### src/design/lsu_pkg.sv
// LSU package: data widths, address map, opcode and trap enums, request and response bundles
package lsu_pkg;

  parameter int XLEN = 32, BYTE_WIDTH = 8;

  parameter logic [XLEN-1:0] IMEM_MEM_START  = 32'h0000_0000, IMEM_MEM_END  = 32'h0000_0FFF;
  parameter logic [XLEN-1:0] CLINT_MEM_START = 32'h0200_0000, CLINT_MEM_END = 32'h0200_000F;
  parameter logic [XLEN-1:0] UART_MEM_START  = 32'h1000_0000, UART_MEM_END  = 32'h1000_0007;
  parameter logic [XLEN-1:0] DATA_MEM_START  = 32'h8000_0000, DATA_MEM_END  = 32'h8000_03FF;

  typedef enum logic [3:0] {
    LSU_NONE,
    LSU_LOAD_B,
    LSU_LOAD_H,
    LSU_LOAD_W,
    LSU_LOAD_BU,
    LSU_LOAD_HU,
    LSU_STORE_B,
    LSU_STORE_H,
    LSU_STORE_W
  } lsu_ls_t;

  typedef enum logic [2:0] {
    IMEM,
    CLINT,
    UART,
    DMEM,
    UNKNOWN
  } lsu_mem_src_t;

  typedef enum logic [1:0] {
    PRIV_U = 2'd0,
    PRIV_M = 2'd3
  } priv_mode_t;

  typedef enum logic [3:0] {
    CAUSE_NONE             = 4'd0,
    CAUSE_ILLEGAL          = 4'd2,
    CAUSE_LOAD_MISALIGNED  = 4'd4,
    CAUSE_LOAD_FAULT       = 4'd5,
    CAUSE_STORE_MISALIGNED = 4'd6,
    CAUSE_STORE_FAULT      = 4'd7
  } trap_cause_t;

  typedef struct packed {
    logic            valid;
    logic            is_store;
    logic [2:0]      funct3;
    logic [XLEN-1:0] addr;
    logic [XLEN-1:0] wdata;
    priv_mode_t      priv;
  } lsu_req_t;

  typedef struct packed {
    logic load_misaligned;
    logic load_fault;
    logic store_misaligned;
    logic store_fault;
  } lsu_traps_t;

  typedef struct packed {
    logic            valid;
    logic [XLEN-1:0] rdata;
    logic            trap;
    trap_cause_t     cause;
  } lsu_resp_t;

endpackage

### src/design/lsu.sv
// Load-store unit: region decode, store shaping, load extension and trap detection
`timescale 1ns/100ps

module lsu (
  input  lsu_pkg::lsu_ls_t          i_op,
  input  logic [lsu_pkg::XLEN-1:0]  i_addr,
  input  logic [lsu_pkg::XLEN-1:0]  i_wdata,
  input  logic [lsu_pkg::XLEN-1:0]  i_rdata_imem,
  input  logic [lsu_pkg::XLEN-1:0]  i_rdata_clint,
  input  logic [lsu_pkg::XLEN-1:0]  i_rdata_uart,
  input  logic [lsu_pkg::XLEN-1:0]  i_rdata_dmem,
  input  lsu_pkg::priv_mode_t       i_priv_mode,
  input  logic                      i_trap_req,
  output logic [lsu_pkg::XLEN-1:0]  o_addr,
  output logic [lsu_pkg::XLEN-1:0]  o_wdata,
  output logic [lsu_pkg::XLEN-1:0]  o_rdata,
  output logic [3:0]                o_wstrb,
  output logic                      o_re_uart,
  output logic                      o_we_dmem,
  output logic                      o_we_uart,
  output logic                      o_we_clint,
  output lsu_pkg::lsu_traps_t       o_traps
);

  import lsu_pkg::*;

  localparam int HALF_WIDTH = 2 * BYTE_WIDTH;

  lsu_mem_src_t    mem_src;
  logic [XLEN-1:0] mem_rdata;
  logic            is_load;
  logic            is_store;
  logic            load_ok;
  logic            store_ok;
  logic            misaligned;

  function automatic logic in_region(input logic [XLEN-1:0] addr,
                                     input logic [XLEN-1:0] lo,
                                     input logic [XLEN-1:0] hi);
    return (addr >= lo) && (addr <= hi);
  endfunction

  assign is_load  = i_op inside {LSU_LOAD_B, LSU_LOAD_H, LSU_LOAD_W, LSU_LOAD_BU, LSU_LOAD_HU};
  assign is_store = i_op inside {LSU_STORE_B, LSU_STORE_H, LSU_STORE_W};

  // First matching region wins
  always_comb begin
    if (in_region(i_addr, IMEM_MEM_START, IMEM_MEM_END)) begin
      mem_src = IMEM;
      o_addr  = i_addr - IMEM_MEM_START;
    end else if (in_region(i_addr, CLINT_MEM_START, CLINT_MEM_END)) begin
      mem_src = CLINT;
      o_addr  = i_addr - CLINT_MEM_START;
    end else if (in_region(i_addr, UART_MEM_START, UART_MEM_END)) begin
      mem_src = UART;
      o_addr  = i_addr - UART_MEM_START;
    end else if (in_region(i_addr, DATA_MEM_START, DATA_MEM_END)) begin
      mem_src = DMEM;
      o_addr  = i_addr - DATA_MEM_START;
    end else begin
      mem_src = UNKNOWN;
      o_addr  = '0;
    end
  end

  always_comb begin
    case (mem_src)
      IMEM:    mem_rdata = i_rdata_imem;
      CLINT:   mem_rdata = i_rdata_clint;
      UART:    mem_rdata = i_rdata_uart;
      DMEM:    mem_rdata = i_rdata_dmem;
      default: mem_rdata = '0;
    endcase
  end

  always_comb begin
    case (i_op)
      LSU_LOAD_B: begin
        o_rdata = {{(XLEN-BYTE_WIDTH){mem_rdata[BYTE_WIDTH-1]}}, mem_rdata[BYTE_WIDTH-1:0]};
      end
      LSU_LOAD_H: begin
        o_rdata = {{(XLEN-HALF_WIDTH){mem_rdata[HALF_WIDTH-1]}}, mem_rdata[HALF_WIDTH-1:0]};
      end
      LSU_LOAD_BU: o_rdata = {{(XLEN-BYTE_WIDTH){1'b0}}, mem_rdata[BYTE_WIDTH-1:0]};
      LSU_LOAD_HU: o_rdata = {{(XLEN-HALF_WIDTH){1'b0}}, mem_rdata[HALF_WIDTH-1:0]};
      default:     o_rdata = mem_rdata;
    endcase
  end

  // Store data and strobes sit in the low lanes, the target aligns them
  always_comb begin
    o_wdata = i_wdata;
    o_wstrb = 4'b0000;
    case (i_op)
      LSU_STORE_B: begin
        o_wdata = {{(XLEN-BYTE_WIDTH){1'b0}}, i_wdata[BYTE_WIDTH-1:0]};
        o_wstrb = 4'b0001;
      end
      LSU_STORE_H: begin
        o_wdata = {{(XLEN-HALF_WIDTH){1'b0}}, i_wdata[HALF_WIDTH-1:0]};
        o_wstrb = 4'b0011;
      end
      LSU_STORE_W: o_wstrb = 4'b1111;
      default: begin
      end
    endcase
  end

  assign o_re_uart  = is_load && !i_trap_req && (mem_src == UART);  // Read clears RX full
  assign o_we_dmem  = is_store && !i_trap_req && (mem_src == DMEM);
  assign o_we_uart  = is_store && !i_trap_req && (mem_src == UART);
  assign o_we_clint = is_store && !i_trap_req && (mem_src == CLINT);

  always_comb begin
    load_ok  = 1'b0;
    store_ok = 1'b0;
    case (i_priv_mode)
      PRIV_M: begin
        load_ok  = mem_src inside {IMEM, CLINT, UART, DMEM};
        store_ok = mem_src inside {CLINT, UART, DMEM};
      end
      PRIV_U: begin
        load_ok  = mem_src inside {IMEM, DMEM};
        store_ok = mem_src == DMEM;
      end
      default: begin
      end
    endcase
  end

  always_comb begin
    case (i_op)
      LSU_LOAD_H, LSU_LOAD_HU, LSU_STORE_H: misaligned = i_addr[0];
      LSU_LOAD_W, LSU_STORE_W:              misaligned = |i_addr[1:0];
      default:                              misaligned = 1'b0;
    endcase
    o_traps.load_misaligned  = is_load && misaligned;
    o_traps.load_fault       = is_load && !load_ok;
    o_traps.store_misaligned = is_store && misaligned;
    o_traps.store_fault      = is_store && !store_ok;
  end

endmodule

### config.mk
export PLATFORM = sky130hd
export DESIGN_NAME = lsu
export DESIGN_NICKNAME = d
export VERILOG_FILES = /design/src/design/lsu_pkg.sv /design/src/design/lsu.sv
export SDC_FILE = /design/constraint.sdc
export NUM_CORES = 1
export LEC_CHECK = 0
export ABC_CLOCK_PERIOD_IN_PS = 3100
export BUFFER_PORTS_ARGS = -buffer_cell sky130_fd_sc_hd__buf_2
export CELL_PAD_IN_SITES_DETAIL_PLACEMENT = 1
export CELL_PAD_IN_SITES_GLOBAL_PLACEMENT = 1
export CORE_AREA = 2 2 119 121
export DETAILED_ROUTE_END_ITERATION = 8
export DIE_AREA = 0 0 121 123
export PLACE_DENSITY = 0.79
export SYNTH_ARGS = -nofsm -noshare
export SYNTH_HDL_FRONTEND = slang
export SYNTH_SLANG_ARGS = --single-unit
### constraint.sdc
create_clock -name vclk -period 3.1
set_input_delay 0.31 -clock vclk [all_inputs]
set_output_delay 0.31 -clock vclk [all_outputs]
set_load 0.01 [all_outputs]
# [Word level (Yosys, flattened, before mapping)]
# Index checks and enable logic that the tools add are counted.
[totals] regBits=0 input_bits=199 out_inout_bits=108 elab_cells=65
[op_classes] addsub=3 n_lt_le_gt_ge=8 n_eq_ne=12 muxes=15 n_reduce_logical=27
[op_table] op="one-hot mux 32 bit (4 select lines)" n=2
[op_table] op="2-to-1 mux 32 bit" n=4
[op_table] op="one-hot mux 32 bit (2 select lines)" n=1
[op_table] op=">= comparator 32 x 1 -> 1 bit (second input constant)" n=1
[op_table] op=">= comparator 32 x 26 -> 1 bit (second input constant)" n=1
[op_table] op=">= comparator 32 x 29 -> 1 bit (second input constant)" n=1
[op_table] op=">= comparator 32 bit (second input constant)" n=1
[op_table] op="<= comparator 32 x 12 -> 1 bit (second input constant)" n=1
[op_table] op="<= comparator 32 x 26 -> 1 bit (second input constant)" n=1
[op_table] op="<= comparator 32 x 29 -> 1 bit (second input constant)" n=1
[op_table] op="<= comparator 32 bit (second input constant)" n=1
[op_table] op="subtractor 32 x 26 -> 32 bit (second input constant)" n=1
[op_table] op="subtractor 32 x 29 -> 32 bit (second input constant)" n=1
[op_table] op="subtractor 32 bit (second input constant)" n=1
[op_table] op="== test 4 x 3 -> 1 bit (second input constant)" n=4
[op_table] op="logical AND 1 bit" n=14
[op_table] op="2-to-1 mux 3 bit" n=4
[op_table] op="one-hot mux 4 bit (3 select lines)" n=1
[op_table] op="== test 4 x 2 -> 1 bit (second input constant)" n=2
[op_table] op="== test 3 x 2 -> 1 bit (second input constant)" n=2
[op_table] op="one-hot mux 1 bit (2 select lines)" n=3
[op_table] op="nonzero test 3 bit" n=2
[op_table] op="nonzero test 5 bit" n=1
[op_table] op="== test 4 x 1 -> 1 bit (second input constant)" n=1
[op_table] op="other kinds (10)" n=13

# [Longest topological paths before layout]
# Gate-level depths: netlist of the first run.
[logic_depth] depth_word=11 ltp_mapped=10 mapped_depth_nobuf=9

# [Worst setup path before layout of the first run]
# Ideal clock, no wire load.
[synth_path] kind="input to output" start="in i_addr[29] in the netlist's numbering" end="out o_rdata[16] in the netlist's numbering" arrival_ns=2.235 t_required_ns=2.790 slack_ns=0.555 stages=9 n_path_buf=0 cell_sequence="inv_1 > ha_1 > nor4b_2 > nand4_2 > nor3_2 > a222oi_1 > o31ai_4 > a22oi_1 > o32ai_1"
[synth_between] elab_chain_len=9 elab_cells_between_ends=22 cone_classes="order compare: 8; eq/ne: 3; mux: 6; reduce/logical: 5"
[synth_lines] element="start: declaration" line_no="lsu.sv:6" source="input logic [lsu_pkg::XLEN-1:0] i_addr,"
[synth_lines] element=">= comparator 32 bit or <= comparator 32 bit (tied branches)" line_no="lsu.sv:40" source="return (addr >= lo) && (addr <= hi);"
[synth_lines] element="logical AND 1 bit" line_no="lsu.sv:40"
[synth_lines] element="2-to-1 mux 3 bit" line_no="lsu.sv:57" source="end else if (in_region(i_addr, DATA_MEM_START, DATA_MEM_END)) begin"
[synth_lines] element="2-to-1 mux 3 bit" line_no="lsu.sv:54" source="end else if (in_region(i_addr, UART_MEM_START, UART_MEM_END)) begin"
[synth_lines] element="2-to-1 mux 3 bit" line_no="lsu.sv:51" source="end else if (in_region(i_addr, CLINT_MEM_START, CLINT_MEM_END)) begin"
[synth_lines] element="2-to-1 mux 3 bit (*)" line_no="lsu.sv:48" source="if (in_region(i_addr, IMEM_MEM_START, IMEM_MEM_END)) begin"
[synth_lines] element="== test 3 x 2 -> 1 bit (tied with other cells)" line_no="lsu.sv:67" source="case (mem_src)"
[synth_lines] element="one-hot mux 32 bit (4 select lines) (*)" line_no="lsu.sv:67"
[synth_lines] element="one-hot mux 32 bit (4 select lines) (*)" line_no="lsu.sv:77" source="case (i_op)"
[synth_lines] element="end: declaration" line_no="lsu.sv:16" source="output logic [lsu_pkg::XLEN-1:0] o_rdata,"
# Every way passes the cells marked *; elsewhere a longest branch is shown, timed or not.

# [Final worst setup path of the first run]
[layout_path] start="in i_addr[22] in the netlist's numbering" end="out o_rdata[29] in the netlist's numbering"
# The elaborated chain is that of the path after synthesis.

==> impl_metrics.tcl, run 1 <==
set metrics [dict create \
    drtIter0Drc 189 \
    dpl.hpwl_um 11900 \
    grt_pass1_wl_um 19900 \
    switchingPower_w 0.000161 \
    hold_buffers 0 \
    switching_share 0.503 \
    drc 0 \
    fmaxAchievable_ghz 0.323 \
    finalInstanceArea_um2 3900 \
    critPathMaxFanout 16 \
    drt-vias-per-instance 4.80 \
    diodes 0 \
    regArea_um2 0 \
    preCtsSetupSlack_ns -0.103 \
    ir_drop_v 0.0000345 \
    power_leakage_nw 2.09 \
    powerDensity_nw_per_um2 82.1 \
    seqPwrFrac 0 \
    setup_violations 0 \
    initial_core_util 0.149 \
    wl_met3_um 1460 \
    required_ns 2.79 \
    setup_tns_ns 0 \
    internal-power_w 0.000159 \
    relSlewSlack 0.366 \
    clock_buffers 0 \
    syn-cell-area_um2 2030 \
    comb_power_share 1.000 \
    synth_cell_types 51 \
    drt_wl_total_um 14100 \
    fin_cells 758 \
    path_class "in2out" \
    critical_path.startpoint_type "input port" \
    status "completed" \
    yosys_warnings 0 \
    seq_cells 0 \
    hold_path.startpoint "i_wdata[2]" \
    grt_usage 0.168 \
    arrival_ns 2.79 \
    vias 3642 \
    wl_met1_um 5190 \
    nets 785 \
    drive_gt1_frac 0.612 \
    antenna_found_initial 0 \
    fin_crit_sh 0.999 \
    dp.cells 755 \
    grt_max_degree 34 \
    ios 307 \
    hold_viol 0 \
    final_common_cell "buf_2" \
    avgRoutedWirePerCell_um 18.6 \
    wl_met2_um 7210 \
    hp-class "in2out" \
    worstSetupEndpointType "output pin" \
    whs_endpoint "o_wdata[2]" \
    worst_slew_pin_slew_ns 0.951 \
    maxCapViolCount 0 \
    gp_congestion 0.895 \
    slew_viol_final 0 \
    fin_crit_ns 3.10 \
    grt-ovfl-total 0 \
    p_total_w 0.000320 \
    synth_nets 497 \
    ant_nets 0 \
    hold-path-cell-count 0 \
    maxUsedRoutingLayer "met4" \
    seq_area_frac_synth 0 \
    grt_pass1_vias 3730 \
    dr.pass1.iters 8 \
    port_buffers 290 \
    design.core.area_um2 13600 \
    layout-area-overhead-vs-synth_pct 92.5 \
    synth_cells 292 \
    fp.dieH_um 123 \
    fp.dieW_um 121 \
    place_area_um2 3810 \
    dieArea_um2 14900 \
    avgSynthCellArea_um2 6.94 \
    row_count 43 \
    power.share.clock 0 \
    layout_setup_ws_ns 0.00438 \
    layout_common_cells "buf_2 (288), and2_1 (43), a222oi_1 (32)" \
]
==> worst max-delay path: stages <==
cell and delay, ns:
buf_2 0.12, nor4_4 0.37, nand4b_1 0.19, buf_4 0.19, nor4_1 0.48, nor3_1 0.19
nand2_2 0.19, o31ai_4 0.24, o21ai_2 0.31, buf_2 0.18
==> kinds of logic (layout without fill, tap and decap cells) <==
kind of cell / after synthesis / in the layout / synth area share
other: 1 / 1 / 0.00185
AOI/OAI and AO/OA: 108 / 108 / 0.440
and+or+nand+nor: 132 / 132 / 0.410
xor gates and xnor gates: 2 / 2 / 0.00864
buffers and inverters: 43 / 329 / 0.102
adders and majority gates: 6 / 6 / 0.0370
==> routing by layer <==
metal | vias to the layer above | global-route usage
li1 | 1708 | -
met1 | 1702 | 0.187
met2 | 212 | 0.326
met3 | 20 | 0.0420
met4 | 0 | 0.0247
met5 | - | 0
==> synthesized netlist by cell type, drive strengths merged <==
master	number	area (µm²)
ha	6	75.1
o32ai	2	17.5
a21boi	24	180
and2	43	269
a221oi	1	15.0
a222oi	32	320
or2	2	12.5
nor2b	11	68.8
nand4b	1	8.76
nor4b	4	41.3
a22o	1	8.76
o31ai	3	46.3
nor3b	2	15.0
or3	3	23.8
nor2	13	51.3
buf	12	91.3
a21oi	6	30.0
o21a	2	15.0
clkbuf	20	75.1
nand2	23	88.8
inv	11	41.3
or4b	1	10.0
a21o	2	15.0
xnor2	2	17.5
nand3b	1	7.51
conb	1	3.75
a22oi	1	7.51
nor3	9	65.1
a31oi	2	12.5
nand4	4	31.3
a32oi	2	25.0
a211oi	1	7.51
a2111oi	1	8.76
o21ai	28	181
nand3	3	27.5
nor4	12	111
==> timing repair <==
item,4_1_cts,5_1_grt
pin swaps,0,3
resized for setup,2,11
endpoints found under the setup margin,1,25
gates cloned,0,1
endpoints found under the hold margin,0,0
setup buffers,1,1
==> through the flow <==
stage | hold slack [ns] | utilization
detailed placement | 0.620 | 0.280
finish | 0.620 | 0.287
CTS | 0.620 | 0.281
global placement | 0.620 | 0.280
global route | 0.620 | 0.287
floorplan | 0.670 | -
==> layout make-up <==
type                       instances  area (µm²)
multi-input combinational        249        1880
fill                            1757        9710
timing repair buffer             318        1760
tap                              180         225
inverter                          11        41.3
==> worst max path at each step <==
stage | from | end | slack [ns] | cells past startpoint
after floorplan | i_addr[29] | o_rdata[16] | 0.55 | 9
after global placement | i_addr[26] | o_rdata[29] | -0.01 | 12
after detailed placement | i_addr[29] | o_rdata[29] | -0.10 | 12
after CTS | i_addr[29] | o_rdata[29] | 0.01 | 14
after global routing | i_addr[21] | o_rdata[29] | -0.11 | 10
final | i_addr[22] | o_rdata[29] | 0.004 | 10
==> power by group through the flow <==
stage	Clock (W)	Sequential [W]	Combinational [W]
global route	0	0	0.000351
detailed placement	0	0	0.000317
finish	0	0	0.000320
floorplan	0	0	0.000118
global placement	0	0	0.000312
CTS	0	0	0.000318
Power figures use the tool's default switching activity.
==> run 2: changes to the inputs <==
==> config.mk (replaced) <==
export PLATFORM = sky130hd
export DESIGN_NAME = lsu
export DESIGN_NICKNAME = d
export VERILOG_FILES = /design/src/design/lsu_pkg.sv /design/src/design/lsu.sv
export SDC_FILE = /design/constraint.sdc
export NUM_CORES = 1
export LEC_CHECK = 0
export ABC_CLOCK_PERIOD_IN_PS = 3900
export BUFFER_PORTS_ARGS = -buffer_cell sky130_fd_sc_hd__buf_2
export CELL_PAD_IN_SITES_DETAIL_PLACEMENT = 1
export CELL_PAD_IN_SITES_GLOBAL_PLACEMENT = 1
export CORE_AREA = 2 2 120 122
export DETAILED_ROUTE_END_ITERATION = 8
export DIE_AREA = 0 0 122 124
export PLACE_DENSITY = 0.78
export SETUP_SLACK_MARGIN = 0.1
export SYNTH_ARGS = -nofsm -noshare
export SYNTH_HDL_FRONTEND = slang
export SYNTH_SLANG_ARGS = --single-unit
==> constraint.sdc (replaced) <==
create_clock -name vclk -period 3.9
set_input_delay 0.39 -clock vclk [all_inputs]
set_output_delay 0.39 -clock vclk [all_outputs]
set_load 0.01 [all_outputs]
==> impl_metrics.tcl, run 2 (synthesis gave the netlist of run 1 again) <==
set metrics [dict create \
    relSlewSlack 0.344 \
    setup_tns_ns 0 \
    critical-path-top-delay-family "compound AO/OA/AOI/OAI gates" \
    hold_buffers 0 \
    path_cells "buf_2 > inv_1 > ha_1 > nor4b_2 > nand4_2 > buf_4 > nor3_4 > buf_4 > a222oi_1 > o31ai_4 > a32oi_2 > buf_6 > o21ai_0 > buf_2" \
    final_common_cell "buf_2" \
    avgRoutedWirePerCell_um 17.7 \
    preCtsSetupSlack_ns 0.200 \
    grt_pass1_wl_um 19000 \
    dpl.hpwl_um 11500 \
    dp.cells 743 \
    layout-area-overhead-vs-synth_pct 80.9 \
    layout_common_cells "buf_2 (290), and2_1 (43), a222oi_1 (32)" \
    max_stage_delay_ns 0.54 \
    ios 307 \
    drt_wl_total_um 13200 \
    clock_buffers 0 \
    antenna_found_initial 0 \
    grt_max_degree 27 \
    design.core.area_um2 13700 \
    drc 0 \
    dr.pass1.iters 6 \
    rsz0062_at_grt "false" \
    p_total_w 0.000243 \
    worstSetupEndpointType "output pin" \
    fp.dieH_um 124 \
    n_fill_cell 1788 \
    critical_path.startpoint_type "input port" \
    required_ns 3.51 \
    status "completed" \
    regArea_um2 0 \
    ant_nets 0 \
    powerDensity_nw_per_um2 66.2 \
    fin_crit_sh 0.904 \
    grt_pass1_vias 3597 \
    fin_cells 743 \
    multi_input_area_um2 1850 \
    diodes 0 \
    dieArea_um2 15100 \
    nets 770 \
    layout_setup_ws_ns 0.373 \
    path_class "in2out" \
    hold_path.startpoint "i_wdata[2]" \
    power_leakage_nw 1.99 \
    setup_violations 0 \
    vias 3519 \
    hp-class "in2out" \
    gp_congestion 0.827 \
    drtIter0Drc 203 \
    seq_cells 0 \
    maxCapViolCount 0 \
    cpMaxStageDelayCell "a222oi_1" \
    row_count 43 \
    slew_viol_final 0 \
    ir_drop_v 0.0000265 \
    drive_gt1_frac 0.593 \
    critPathMaxFanout 13 \
    arrival_ns 3.14 \
    initial_core_util 0.148 \
    grt_usage 0.158 \
    grt-ovfl-total 0 \
    fin_crit_ns 3.53 \
    drt-vias-per-instance 4.74 \
    hold_viol 0 \
    crit_start "i_addr[29]" \
    fp.dieW_um 122 \
    cp_num_buf_inv 6 \
    port_buffers 290 \
    fmaxAchievable_ghz 0.284 \
    worst_slew_pin_slew_ns 0.985 \
]
==> run 2: final cells by class <==
type                            instances  area share
Tap cell                              180      0.0614
Timing Repair Buffer                  303       0.424
Inverter                               11      0.0113
Multi-Input combinational cell        249       0.504
==> run 2: final timing paths <==
check	slack, ns	end	cells after the start
max	0.37	o_rdata[29]	14
min	0.78	o_wdata[2]	0
==> run 2: what timing repair did <==
action                                  CTS  global route
resized for setup                         0             1
setup buffers                             0             0
endpoints found under the setup margin    0             1
==> run 2: metrics by stage <==
stage | area, µm² | utilization | hold WS, ns
after floorplan | 2030 | - | 0.830
after global placement | 3660 | 0.267 | 0.780
after detailed placement | 3660 | 0.267 | 0.780
after CTS | 3660 | 0.267 | 0.780
after global routing | 3670 | 0.267 | 0.780
final | 3670 | 0.267 | 0.780
==> run 2: power by group <==
group / switching (W) / internal (W)
Sequential: 0 / 0
Combinational: 0.000123 / 0.000120
Clock: 0 / 0
Total: 0.000123 / 0.000120
==> run 2: per-layer routing <==
layer,global-route usage,vias to the layer above,wire [µm]
li1,-,1668,-
met1,0.180,1638,4800
met2,0.314,203,7020
met3,0.0243,10,1220
met4,0.0208,0,141
met5,0,-,0
