### src/design/lsu_pkg.sv
// LSU package: data widths, address map, opcode and trap enums, request and response bundles
package lsu_pkg;

  parameter int XLEN = 32, BYTE_WIDTH = 8;

  parameter logic [XLEN-1:0] IMEM_MEM_START  = 32'h0000_0000, IMEM_MEM_END  = 32'h0000_0FFF;
  parameter logic [XLEN-1:0] CLINT_MEM_START = 32'h0200_0000, CLINT_MEM_END = 32'h0200_000F;
  parameter logic [XLEN-1:0] UART_MEM_START  = 32'h1000_0000, UART_MEM_END  = 32'h1000_0007;
  parameter logic [XLEN-1:0] DATA_MEM_START  = 32'h8000_0000, DATA_MEM_END  = 32'h8000_03FF;

  typedef enum logic [3:0] {
    LSU_NONE,
    LSU_LOAD_B,
    LSU_LOAD_H,
    LSU_LOAD_W,
    LSU_LOAD_BU,
    LSU_LOAD_HU,
    LSU_STORE_B,
    LSU_STORE_H,
    LSU_STORE_W
  } lsu_ls_t;

  typedef enum logic [2:0] {
    IMEM,
    CLINT,
    UART,
    DMEM,
    UNKNOWN
  } lsu_mem_src_t;

  typedef enum logic [1:0] {
    PRIV_U = 2'd0,
    PRIV_M = 2'd3
  } priv_mode_t;

  typedef enum logic [3:0] {
    CAUSE_NONE             = 4'd0,
    CAUSE_ILLEGAL          = 4'd2,
    CAUSE_LOAD_MISALIGNED  = 4'd4,
    CAUSE_LOAD_FAULT       = 4'd5,
    CAUSE_STORE_MISALIGNED = 4'd6,
    CAUSE_STORE_FAULT      = 4'd7
  } trap_cause_t;

  typedef struct packed {
    logic            valid;
    logic            is_store;
    logic [2:0]      funct3;
    logic [XLEN-1:0] addr;
    logic [XLEN-1:0] wdata;
    priv_mode_t      priv;
  } lsu_req_t;

  typedef struct packed {
    logic load_misaligned;
    logic load_fault;
    logic store_misaligned;
    logic store_fault;
  } lsu_traps_t;

  typedef struct packed {
    logic            valid;
    logic [XLEN-1:0] rdata;
    logic            trap;
    trap_cause_t     cause;
  } lsu_resp_t;

endpackage

### src/design/lsu_result.sv
// LSU result: encodes the trap cause by priority and registers the response
`timescale 1ns/100ps

module lsu_result (
  input  logic                      i_clk,
  input  logic                      i_rst_n,
  input  logic                      i_valid,
  input  logic                      i_illegal,
  input  lsu_pkg::lsu_traps_t       i_traps,
  input  logic [lsu_pkg::XLEN-1:0]  i_rdata,
  output logic                      o_trap_req,
  output lsu_pkg::lsu_resp_t        o_resp
);

  import lsu_pkg::*;

  trap_cause_t cause;

  // Illegal first, then misaligned, then access fault
  always_comb begin
    if (i_illegal) begin
      cause = CAUSE_ILLEGAL;
    end else if (i_traps.load_misaligned) begin
      cause = CAUSE_LOAD_MISALIGNED;
    end else if (i_traps.store_misaligned) begin
      cause = CAUSE_STORE_MISALIGNED;
    end else if (i_traps.load_fault) begin
      cause = CAUSE_LOAD_FAULT;
    end else if (i_traps.store_fault) begin
      cause = CAUSE_STORE_FAULT;
    end else begin
      cause = CAUSE_NONE;
    end
  end

  assign o_trap_req = |i_traps;  // Blocks the write enables in the LSU

  always_ff @(posedge i_clk) begin
    if (!i_rst_n) begin
      o_resp.valid <= 1'b0;
      o_resp.trap  <= 1'b0;
      o_resp.cause <= CAUSE_NONE;
    end else begin
      o_resp.valid <= i_valid;
      o_resp.trap  <= i_valid && (cause != CAUSE_NONE);
      o_resp.cause <= i_valid ? cause : CAUSE_NONE;
    end
  end

  always_ff @(posedge i_clk) begin
    o_resp.rdata <= (cause != CAUSE_NONE) ? '0 : i_rdata;
  end

endmodule

### config.mk
export PLATFORM = sky130hd
export DESIGN_NAME = lsu_result
export DESIGN_NICKNAME = d
export VERILOG_FILES = /design/src/design/lsu_pkg.sv /design/src/design/lsu_result.sv
export SDC_FILE = /design/constraint.sdc
export NUM_CORES = 1
export LEC_CHECK = 0
export BUFFER_PORTS_ARGS = -buffer_cell sky130_fd_sc_hd__buf_2
export CAP_MARGIN = 5
export CORE_ASPECT_RATIO = 1.75
export CORE_MARGIN = 2
export CORE_UTILIZATION = 35
export DETAILED_ROUTE_END_ITERATION = 10
export GPL_ROUTABILITY_DRIVEN = 0
export PLACE_DENSITY = 0.83
export RECOVER_POWER = 25
export SLEW_MARGIN = 20
export SYNTH_ARGS = -nofsm -noshare
export SYNTH_HDL_FRONTEND = slang
export SYNTH_SLANG_ARGS = --single-unit
### constraint.sdc
create_clock -name i_clk -period 1.3 [get_ports i_clk]
set_input_delay 0.26 -clock i_clk [delete_from_list [all_inputs] [get_ports i_clk]]
set_output_delay 0.26 -clock i_clk [all_outputs]
set_load 0.01 [all_outputs]
# Word level (Yosys, flattened, before mapping)
# Cells that the tools add are included.
[totals] output_inout_bits=39 register_bits=38 in_bits=40 word_cells=13
[classes] muxes=5 n_reduce_logical=4
[ops] operator="$mux 3" count=5
[ops] operator="$reduce_bool 4->1" count=1
[ops] operator="$reduce_or 4->1" count=1
[ops] operator="$reduce_and 2->1" count=1
[ops] operator="$logic_and 1x1->1" count=1

# Depth between registers and ports, before layout
# Gate-level depths: netlist (run 1).
[logic_depth] ltp_word=7 depth_mapped=4 ltp_nobuf=3

# Worst setup path after synthesis (run 1)
# No wires, ideal clock.
[synth_path] path_type="input -> register" start="input port i_traps[2] (netlist name)" end="register o_resp[19] (netlist name)" required_time_ps=1243 slack_ps=7 stages=4 path_buffers=1 arrival_ps=1236 path_cell_list="or4_4 -> nor2_4 -> buf_6 -> and2_2"
[synth_between] elab_chain_len=5
[synth_lines] item="from (decl)" line_no="lsu_result.sv:9" rtl="input lsu_pkg::lsu_traps_t i_traps,"
[synth_lines] item="$mux 3" line_no="lsu_result.sv:27" rtl="end else if (i_traps.load_fault) begin"
[synth_lines] item="$mux 3" line_no="lsu_result.sv:25" rtl="end else if (i_traps.store_misaligned) begin"
[synth_lines] item="$mux 3" line_no="lsu_result.sv:23" rtl="end else if (i_traps.load_misaligned) begin"
[synth_lines] item="$mux 3" line_no="lsu_result.sv:21" rtl="if (i_illegal) begin"
[synth_lines] item="$reduce_bool 4->1" line_no="lsu_result.sv:51" rtl="o_resp.rdata <= (cause != CAUSE_NONE) ? '0 : i_rdata;"
[synth_lines] item="to (decl)" line_no="lsu_result.sv:12" rtl="output lsu_pkg::lsu_resp_t o_resp"
# Every way passes these cells.
# A chain may end at the register's enable or synchronous reset.

# Worst setup path after layout (run 1)
[layout_path] start="input port i_traps[1] (netlist name)" end="output port o_trap_req"
[layout_between] elab_chain_len=1
[layout_lines] item="$reduce_or 4->1" line_no="lsu_result.sv:36" rtl="assign o_trap_req = |i_traps;"
[layout_lines] item="to (decl)" line_no="lsu_result.sv:11" rtl="output logic o_trap_req,"
# Every way passes these cells.

==> impl.org, run 1 <==
** Synthesis
- Flip-flop and latch count after synthesis :: 37
- Syn Std Cell Area :: 1070 sq um
- Sequential share of the synthesized area :: 0.692
- After synthesis, the mean cell area works out to 12.3 sq um.
- Counting every net in the synthesized netlist gives 127.
- Synth warn :: 0
- Yosys cell types :: 17
- Number of instances in the synthesized netlist :: 87

** Routing
- The routed design has 2.19 mm of wire.
- Total via count after detailed routing :: 865
- In this run the remaining antenna-violating nets after routing total 0.
- Before antenna repair, the detailed router went through 2 iterations.
- Per-cell via count in the routed design :: 4.28
- For this run, design rule violations remaining after detail routing come to 0.
- In the final routed layout, each cell accounts on average for 10.9 um.
- For this block, the initial DRC count from the detailed router was 5.

** Pwr
- Maximum vdd ir drop :: 0.859 mV
- Switching fraction of total power :: 0.191
- The internal portion of the total power is 1640 uW.
- Relative contribution of combinational cells to total power :: 0.061
- Of the total power, the clock network draws 0.370.
- Power density relative to cell area :: 1280 nW/um^2
- Design Power :: 2030 uW
- Part of the total power dissipated in sequential elements :: 0.569
- Leakage power :: 0.000814 uW
- Net switching power of the design :: 387 uW

** Placed design
- After detailed placement, the total cell area comes to 1490 sq um.
- Input and output buffers added on the ports amount to 77.
- Including well taps, the total number of placed cells is 193.
- Once detailed placement completed, the half-perimeter wirelength came to 1.76 mm.
- Pre-CTS setup slack :: -0.111 ns

** Hold path
- WHS Path Cells :: 2
- The worst hold path belongs to the class primary input to register.
- In this run the most critical hold path is launched from i_rdata[9].

** Outcome
- Status :: completed

** STA
- Final Hold Viols :: 0
- In the post-route analysis, the smallest setup slack over all paths is 0.00667 ns.
- Setup violations remaining at the end of the flow were counted as 0.
- Dividing the final minimum period by the clock period gives 0.995.
- Final Hold Slack :: 0.178 ns
- After layout, the minimum clock period comes to 1.29 ns.
- Setup repair after global routing could not meet its margin everywhere.
- The count of pins over their slew limit is 0.
- Timing would allow up to 773 MHz.

** Clock tree
- Clock tree sinks :: 37
- The clock tree synthesis step divided the H-tree into 2 levels.
- The number of clock buffers added by TritonCTS is 5.
- Buffer levels on the longest clock path :: 2
- Clock tree from TritonCTS :: built
- Clock-pin slew was measured on the worst setup and hold paths at 0.06 ns.
- The tree is rooted in a sky130_fd_sc_hd__clkbuf_8.

** Floorplanning
- In this run the core area contains 26 standard-cell rows.
- Die Span X :: 45.8 um
- Die Area :: 3530 sq um
- Core area :: 2930 sq um
- Number of top-level pins :: 79
- In this run the vertical extent of the chip is 77.1 um.
- Initial Utilization :: 0.365

** Setup path
- Maximum fanout along the worst path :: 2
- The most critical setup path has its startpoint at i_traps[1].
- The worst setup path is captured at an output pin.
- Data arrives at the worst endpoint at 1.03 ns.
- The critical path is of the primary input to output pin type.
- Required time worst endpoint :: 1.04 ns
- The worst setup path is launched from a primary input.

** Cells and area
- Flip-flop count of the largest register after layout :: 37
- Net total in the final layout :: 214
- Most flop-heavy register :: o_resp
- Top flop regs :: o_resp x37
- Once layout is complete, the cells apart from fillers number 202.
- Most common cell after layout, fill and taps aside :: sky130_fd_sc_hd__buf_2
- Relative to the synthesized area, the layout overhead comes to 47.8%.
- In the final layout, the share of cells above drive strength 1 is 0.477.
- The repair_antennas step left the layout with diodes totalling 0.
- Most used cells in the layout excluding fill and tap cells :: sky130_fd_sc_hd__buf_2, sky130_fd_sc_hd__dfxtp_1, sky130_fd_sc_hd__and2_1
- Post-route standard cell area excluding fillers :: 1580 sq um

** GRT
- Largest net degree at the start of global routing :: 14
- Global-route congestion overflow total :: 0
- Antenna violations before repair :: 0
- The first global-routing pass estimated 3.41 mm of wire.
- Number of global-route vias before repair :: 893
- Total global-route track usage :: 0.135

** Job
- The tool flagged a number of max-cap violations equal to 0.
stage by stage:
step	util	setup TNS [ns]
after floorplan	-	0
after global placement	0.508	-2.48
after detailed placement	0.508	-2.94
after CTS	0.542	0
after global routing	0.540	-0.00912
final	0.540	0
per-layer routing:
metal | GRT usage | up-vias | wire (um)
met2 | 0.249 | 50 | 1250
met3 | 0.0706 | 6 | 240
met1 | 0.102 | 373 | 653
li1 | - | 436 | -
met5 | 0 | - | 0
met4 | 0.0686 | 0 | 53
critical path, stage by stage:
cell and delay (ns):
sky130_fd_sc_hd__buf_6 0.09, sky130_fd_sc_hd__or4_4 0.54, sky130_fd_sc_hd__buf_6 0.14
what timing repair did:
item,CTS,global route
hold buffers,0,0
pin swaps,1,1
endpoints found under the setup margin,1,1
cloned,0,0
gates resized for setup,1,1
setup buffers,1,1
power by group through the flow:
stage	registers (uW)	logic [uW]	clock network, uW
2_1_floorplan	1190	26.9	0
3_3_place_gp	1180	116	0
3_5_place_dp	1180	119	0
4_1_cts	1150	122	790
5_1_grt	1150	138	844
6_report	1150	124	751
final cells by class:
cell class	instances	area, sq um
Timing Repair Buffer	84	432
Sequential cell	37	741
Inverter	2	7.51
Multi-Input combinational cell	44	280
Clock buffer	7	86.3
Tap cell	28	35.0
Fill cell	278	1350
synth_stat cells:
cell / instances / share of area
sky130_fd_sc_hd__buf_4: 1 / 0.0070
sky130_fd_sc_hd__dfxtp_1: 37 / 0.69
sky130_fd_sc_hd__nor3b_1: 1 / 0.0070
sky130_fd_sc_hd__o21ai_0: 1 / 0.0047
sky130_fd_sc_hd__buf_6: 3 / 0.032
sky130_fd_sc_hd__o31ai_1: 1 / 0.0070
sky130_fd_sc_hd__nor3_1: 1 / 0.0047
sky130_fd_sc_hd__inv_1: 2 / 0.0070
sky130_fd_sc_hd__nor2_1: 2 / 0.0070
sky130_fd_sc_hd__nand2_1: 1 / 0.0035
sky130_fd_sc_hd__and2_1: 26 / 0.15
sky130_fd_sc_hd__conb_1: 1 / 0.0035
sky130_fd_sc_hd__nand3_1: 1 / 0.0047
sky130_fd_sc_hd__a21oi_1: 1 / 0.0047
sky130_fd_sc_hd__and2_2: 6 / 0.042
sky130_fd_sc_hd__or4_4: 1 / 0.011
sky130_fd_sc_hd__nor2_4: 1 / 0.011
path summary, 6_finish.rpt:
check	endpoint	slack, ns
max	o_trap_req	0.007
min	o_resp[14]$_SDFF_PP0_	0.18
cells by family after synthesis:
group | Yosys count | share of synthesized area
AND/OR/NAND/NOR | 40 | 0.242
other | 1 | 0.00351
buffers and inverters | 6 | 0.0456
AO/OA/AOI/OAI | 3 | 0.0164
flip-flops | 37 | 0.692
(Power assumes the default switching activity.)
==> run 2, diff against run 1 <==
--- a/config.mk
+++ b/config.mk
@@ -9,10 +9,10 @@
 export CAP_MARGIN = 5
 export CORE_ASPECT_RATIO = 1.75
 export CORE_MARGIN = 2
-export CORE_UTILIZATION = 35
+export CORE_UTILIZATION = 38
 export DETAILED_ROUTE_END_ITERATION = 10
 export GPL_ROUTABILITY_DRIVEN = 0
-export PLACE_DENSITY = 0.83
+export PLACE_DENSITY = 0.85
 export RECOVER_POWER = 25
 export SLEW_MARGIN = 20
 export SYNTH_ARGS = -nofsm -noshare
==> constraint.sdc (replaced) <==
create_clock -name i_clk -period 1.2 [get_ports i_clk]
set_input_delay 0.24 -clock i_clk [delete_from_list [all_inputs] [get_ports i_clk]]
set_output_delay 0.24 -clock i_clk [all_outputs]
set_load 0.01 [all_outputs]
==> run 2 against run 1 <==
Net effect:
- the run now ends with negative setup slack left
- critical endpoint unchanged
- critical path type unchanged
- critical path depth stayed put
- clock power is 9.6% higher
- design area is 2.1% higher
- clock-buffer cell count stayed put
- combinational power is 12% higher
- global-route usage is 0.87 points higher
- highest routed layer unchanged
- sequential power is 9% higher
==> impl.org, run 2 (synthesized netlist as in run 1, its figures left out) <==
** Outcome
- Status :: finished with violations
- Violations in the final reports :: negative setup slack

** Cells and area
- Net total in the final layout :: 215
- Fill cells in the final layout number 250.
- Most flop-heavy register :: o_resp
- The library cell used most frequently in the layout, excluding fill and tap cells, is sky130_fd_sc_hd__buf_2.
- The register with the most flip-flops in the layout has 37 of them.
- Registers take 741 sq um.
- Final antenna diode count :: 0
- The largest registers in the layout are o_resp x37.
- In the final layout, the share of cells above drive strength 1 is 0.520.
- Area Growth Syn to Fin :: 50.9%
- In the layout the commonest cells are sky130_fd_sc_hd__buf_2, sky130_fd_sc_hd__dfxtp_1, sky130_fd_sc_hd__and2_1.
- Multi-input logic area :: 280 sq um

** Job
- The tool flagged a number of max-cap violations equal to 0.

** Pwr
- The analysis attributes to cell leakage a power of 0.000855 uW.
- The share of total power dissipated in sequential elements is 0.565.
- The design draws 2210 uW.
- Of the total power, combinational logic draws 0.063.
- Across the VDD grid, the largest voltage drop is 1.13 mV.
- Internal power summed over all cells :: 1780 uW
- Of the total power, the share spent switching nets is 0.194.
- Summed over all nets, the switching power comes to 428 uW.
- Of the total power, the clock network draws 0.372.
- For this design the ratio of total power to cell area is 1370 nW/um^2.

** Floorplanning
- Die Area :: 3270 sq um
- Initial Utilization :: 0.398
- The core region is 2690 sq um.
- Vertical die dimension :: 74.2 um
- Row generation in the floorplan step produced 25 rows.
- Die Span X :: 44.1 um
- 79 I/O pins were placed.

** STA
- Of the available clock period, the critical path in the final layout requires 1.04.
- The count of endpoints failing hold in the final timing report was 0.
- Setup repair after global routing missed its margin :: true
- The count of pins over their slew limit is 0.
- Post-Route Setup TNS :: -0.0480 ns
- Highest achievable clock rate :: 803 MHz
- Hold timing on the final database bottoms out at a slack of 0.165 ns.
- Worst Setup Slack, final :: -0.0447 ns
- Subtracting the final worst setup slack from the clock period gives 1.24 ns.
- Number of setup violations in the final report :: 3

** GRT
- The number of global-route vias before repair came to 909.
- Total global-route track usage :: 0.144
- The first global-routing pass estimated 3.47 mm of wire.
- Antenna violations before repair :: 0
- Global-route congestion overflow total :: 0
- Largest net degree at the start of global routing :: 15

** Clock tree
- In this run, post-CTS hold repair placed 0 buffers.
- Root buffer cell :: sky130_fd_sc_hd__clkbuf_8
- Clock transition at the registers of the reported paths :: 0.06 ns
- TritonCTS buffer count :: 5
- CTS HTree Levels :: 2
- TritonCTS built the clock tree.
- The clock drives 37 sinks.
- Buffer levels on the longest clock path :: 2

** Setup path
- Element type at the critical path start :: primary input
- Required time worst endpoint :: 0.96 ns
- STA puts the critical path data arrival time at 1.00 ns.
- The critical path starts at i_traps[0].
- The setup path with the least slack is of type primary input to output pin.
- Of all nets on the critical path, the largest fanout is 2.
- Last element of the critical path :: o_trap_req
- Endpoint class of the critical path :: output pin

** Routing
- Post-DR wirelength/cell :: 11.4 um
- Per-cell via count in the routed design :: 4.48
- Final routed DRC violation total :: 0
- The first routing iteration left 9 violations.
- Summed over all layers, the routed wires come to 2.31 mm.
- The first TritonRoute pass finished after 4 iterations.
- ANT nets after route :: 0
- The routed layout has 904 vias.

** Hold path
- In this run the worst hold path is classified as primary input to register.
- In this run the most critical hold path is launched from i_rdata[30].

** Placed design
- Sum of net half-perimeters after detailed placement :: 1.85 mm
- Pre-CTS setup slack :: -0.204 ns
- Number of port buffers :: 77
[run 2: cell types whose count changed in the layout (fill, tap and decap cells not counted)]
cell / previous run / this run
sky130_fd_sc_hd__buf_4: 6 / 4
sky130_fd_sc_hd__buf_6: 2 / 6
sky130_fd_sc_hd__clkbuf_1: 16 / 9
sky130_fd_sc_hd__buf_2: 60 / 66
[run 2: cell type report]
class,count,share of cell area
sequential,37,0.459
timing repair buffer,85,0.288
multi-input combinational,44,0.174
clock buffer,7,0.0535
tap,27,0.0209
inverter,2,0.00465
[run 2: power by group through the flow]
stage	Clock (uW)	Combinational (uW)	Sequential, uW
floorplan	0	28.4	1290
global placement	0	122	1280
detailed placement	0	128	1280
CTS	854	137	1250
global route	890	153	1250
finish	823	139	1250
[run 2: worst max-delay path, cell delays in order]
cell and delay (ns):
sky130_fd_sc_hd__buf_6 0.09, sky130_fd_sc_hd__or4_4 0.53, sky130_fd_sc_hd__buf_6 0.14
[run 2: per-stage QoR]
step / util / cell area, sq um / std cells
2_1_floorplan: - / 1070 / 87
3_3_place_gp: 0.552 / 1490 / 192
3_5_place_dp: 0.552 / 1490 / 192
4_1_cts: 0.598 / 1610 / 201
5_1_grt: 0.600 / 1610 / 202
6_report: 0.600 / 1610 / 202
[run 2: how the worst min path moves through the flow]
| stage | end | slack (ns) | depth (start not counted) |
|---|---|---|---|
| 2_1_floorplan | o_resp[2]$_SDFF_PN0_ | 0.32 | 1 |
| 3_3_place_gp | o_resp[36]$_SDFF_PP0_ | 0.45 | 2 |
| 3_5_place_dp | o_resp[36]$_SDFF_PP0_ | 0.45 | 2 |
| 4_1_cts | o_resp[35]$_SDFF_PP0_ | 0.16 | 2 |
| 5_1_grt | o_resp[36]$_SDFF_PP0_ | 0.16 | 2 |
| 6_report | o_resp[35]$_SDFF_PP0_ | 0.17 | 2 |
[run 2: repair_timing]
action,CTS,global route
setup buffers,2,1
endpoints found under the setup margin,1,34
resized for setup,4,2
pin swaps,1,1
[run 2: routing by layer]
metal  track usage  vias to the layer above  wire, um
met4        0.0909                        0        75
met1         0.118                      409       679
li1              -                      437         -
met5             0                        -         0
met2         0.271                       50      1310
met3        0.0558                        8       244
==> run 3, diff against run 2 <==
--- a/config.mk
+++ b/config.mk
@@ -7,7 +7,7 @@
 export LEC_CHECK = 0
 export BUFFER_PORTS_ARGS = -buffer_cell sky130_fd_sc_hd__buf_2
 export CAP_MARGIN = 5
-export CORE_ASPECT_RATIO = 1.75
+export CORE_ASPECT_RATIO = 1.2
 export CORE_MARGIN = 2
 export CORE_UTILIZATION = 38
 export DETAILED_ROUTE_END_ITERATION = 10
==> run 3 against run 2 <==
Net effect:
- the flow still finishes with violations (negative setup slack)
- design area decreased by 0.39%
- worst hold slack lost 0.052 ns
- fmax is essentially flat
- via count decreased by 2.8%
==> impl.org, run 3 (synthesized netlist as in run 1, its figures left out) <==
** Outcome
- Status :: finished with violations
- The final reports fail on negative setup slack.

** Pwr
- The analysis attributes to cell leakage a power of 0.000874 uW.
- Clock share of power :: 0.378
- Net switching power of the design :: 461 uW
- Relative contribution of combinational cells to total power :: 0.061
- Of the total power, the share spent switching nets is 0.207.
- Power density relative to cell area :: 1390 nW/um^2
- Internal power summed over all cells :: 1770 uW
- The worst-case IR drop observed on VDD is 1.01 mV.
- The share of total power dissipated in sequential elements is 0.561.

** Routing
- The first TritonRoute pass finished after 4 iterations.
- After the first detailed-routing iteration, the DRC count stood at 5.
- Final routed DRC violation total :: 0
- Routed Wire Length :: 2.35 mm
- The final route contains 879 vias.
- After detailed routing, the wire length on met1 is 733 um.
- The count of nets left with antenna violations once routing finished came out at 0.
- Dividing the detail-routed wire length by the instance count gives 11.2 um.
- Highest metal layer with signal wires :: met4
- Met2 routed wirelength :: 1.30 mm
- Detailed routing placed a total of 283 um of wire on met3.
- Per-cell via count in the routed design :: 4.21

** Cells and area
- In the final layout, the registers with the most flip-flops are o_resp x37.
- Final antenna diode count :: 0
- Filler cells :: 249
- For this run, the number of standard cells in the final layout without fillers is 209.
- Net total in the final layout :: 214
- Registers take 741 sq um.
- Flip-flop count of the largest register after layout :: 37
- In the final layout, the share of cells above drive strength 1 is 0.566.
- Leaving out fill and tap cells, the most frequent cell in the layout is sky130_fd_sc_hd__buf_2.
- Most flop-heavy register :: o_resp
- In the layout the commonest cells are sky130_fd_sc_hd__buf_2, sky130_fd_sc_hd__dfxtp_1, sky130_fd_sc_hd__and2_1.
- The multi-input combinational cells in the finished layout cover a total of 280 sq um.
- Area Growth Syn to Fin :: 50.3%

** Hold path
- WHS Path Cells :: 2
- For hold timing, the worst endpoint is o_resp[26]$_SDFF_PP0_.
- Startpoint of the most critical hold path :: i_rdata[21]
- The min-delay analysis places its worst path in the category primary input to register.

** Setup path
- In this run the number of cells on the critical path is 3.
- Together, buffers and inverters on the worst path number 2.
- The critical path goes through buf_6 -> or4_4 -> buf_6.
- Endpoint class of the critical path :: output pin
- Crit-path max cell delay :: 0.53 ns
- At the worst endpoint, the arrival time is 1.01 ns.
- Maximum fanout along the worst path :: 2
- The worst setup path is of the primary input to output pin kind.
- The worst setup path is launched from a primary input.
- In this design, the critical path's most frequently occurring cell is sky130_fd_sc_hd__buf_6.
- Required time worst endpoint :: 0.96 ns
- Family with the most delay on the worst path :: simple AND/OR/NAND/NOR gates
- On the critical path, the stage with the largest delay is an instance of sky130_fd_sc_hd__or4_4.

** Clock tree
- Buffer levels on the longest clock path :: 2
- TritonCTS built the clock tree.
- Root buffer cell :: sky130_fd_sc_hd__clkbuf_4
- In this run the number of H-tree levels came out at 2.
- Clock tree synthesis inserted a total of 5 buffers.
- Clock tree sinks :: 37
- Clock transition at the registers of the reported paths :: 0.11 ns

** STA
- Derived from the worst setup path, the maximum achievable clock frequency is 803 MHz.
- Final period util :: 1.04
- Post-Route Setup TNS :: -0.0459 ns
- Setup violations remaining at the end of the flow were counted as 1.
- Post-layout min period :: 1.25 ns
- Worst Setup Slack, final :: -0.0459 ns
- Slew Viols, Final :: 0
- Final Hold Viols :: 0
- Setup repair after global routing missed its margin :: true

** Floorplanning
- The floorplan has 21 rows.
- Number of top-level pins :: 79
- Die Span X :: 52.4 um
- Vertical die dimension :: 62.1 um
- The core region is 2730 sq um.
- Die Area :: 3260 sq um
- Initial Utilization :: 0.391

** Placed design
- During placement, the flow inserted port buffers numbering 77.
- After legalization and detailed placement, the total HPWL measured 1.82 mm.
- Number of instances in the placed design :: 199

** GRT
- Total global-route track usage :: 0.162
- Global-route congestion overflow total :: 0
- The number of global-route vias before repair is 930.
- Entering global routing, the biggest net connects 19 pins.
- First-pass GRT wire length :: 3.75 mm
- The initial antenna violation count is 0.

** Job
- Max-cap violations :: 0
[run 3: metal layers]
| metal | up-vias | GRT usage |
|---|---|---|
| met5 | - | 0 |
| met4 | 0 | 0.0673 |
| met1 | 384 | 0.124 |
| li1 | 440 | - |
| met2 | 51 | 0.295 |
| met3 | 4 | 0.106 |
[run 3: area by class of cell]
cell class	instances	share of cell area
clock buffers	5	0.0233
clock inverters	3	0.0288
inverters	2	0.00467
multi-input cells	44	0.174
flip-flops and latches	37	0.461
well taps	34	0.0265
repair buffers	84	0.282
[run 3: stage by stage]
step	util	power (uW)	instance area (sq um)	setup WS (ns)	hold slack [ns]
after floorplan	-	1320	1070	-0.0724	0.316
after global placement	0.547	1400	1490	-0.172	0.445
after detailed placement	0.547	1410	1490	-0.233	0.449
after CTS	0.587	2260	1600	-0.0423	0.0931
after global routing	0.588	2340	1610	-0.0651	0.0774
final	0.588	2230	1610	-0.0459	0.113
[run 3: worst max-delay path by stage]
| stage | startpoint | end |
|---|---|---|
| after CTS | i_traps[1] | o_trap_req |
| after global routing | i_traps[0] | o_trap_req |
| after detailed placement | i_traps[2] | o_resp[9]$_SDFF_PP0_ |
| final | i_traps[0] | o_trap_req |
| after global placement | i_traps[2] | o_resp[30]$_SDFF_PP0_ |
| after floorplan | i_traps[2] | o_resp[19]$_SDFF_PP0_ |
[run 3: what timing repair did]
| action | in CTS | in global routing |
|---|---|---|
| hold buffers | 0 | 0 |
| buffers inserted | 1 | 1 |
| resized for setup | 3 | 0 |
| endpoints found under the setup margin | 1 | 1 |
| pin swaps | 1 | 1 |
[run 3: power by group through the flow]
stage	sequential, uW	clock (uW)	combinational, uW
final	1250	842	137
after CTS	1250	875	135
after floorplan	1290	0	28.4
after global routing	1250	936	150
after global placement	1280	0	124
after detailed placement	1280	0	128
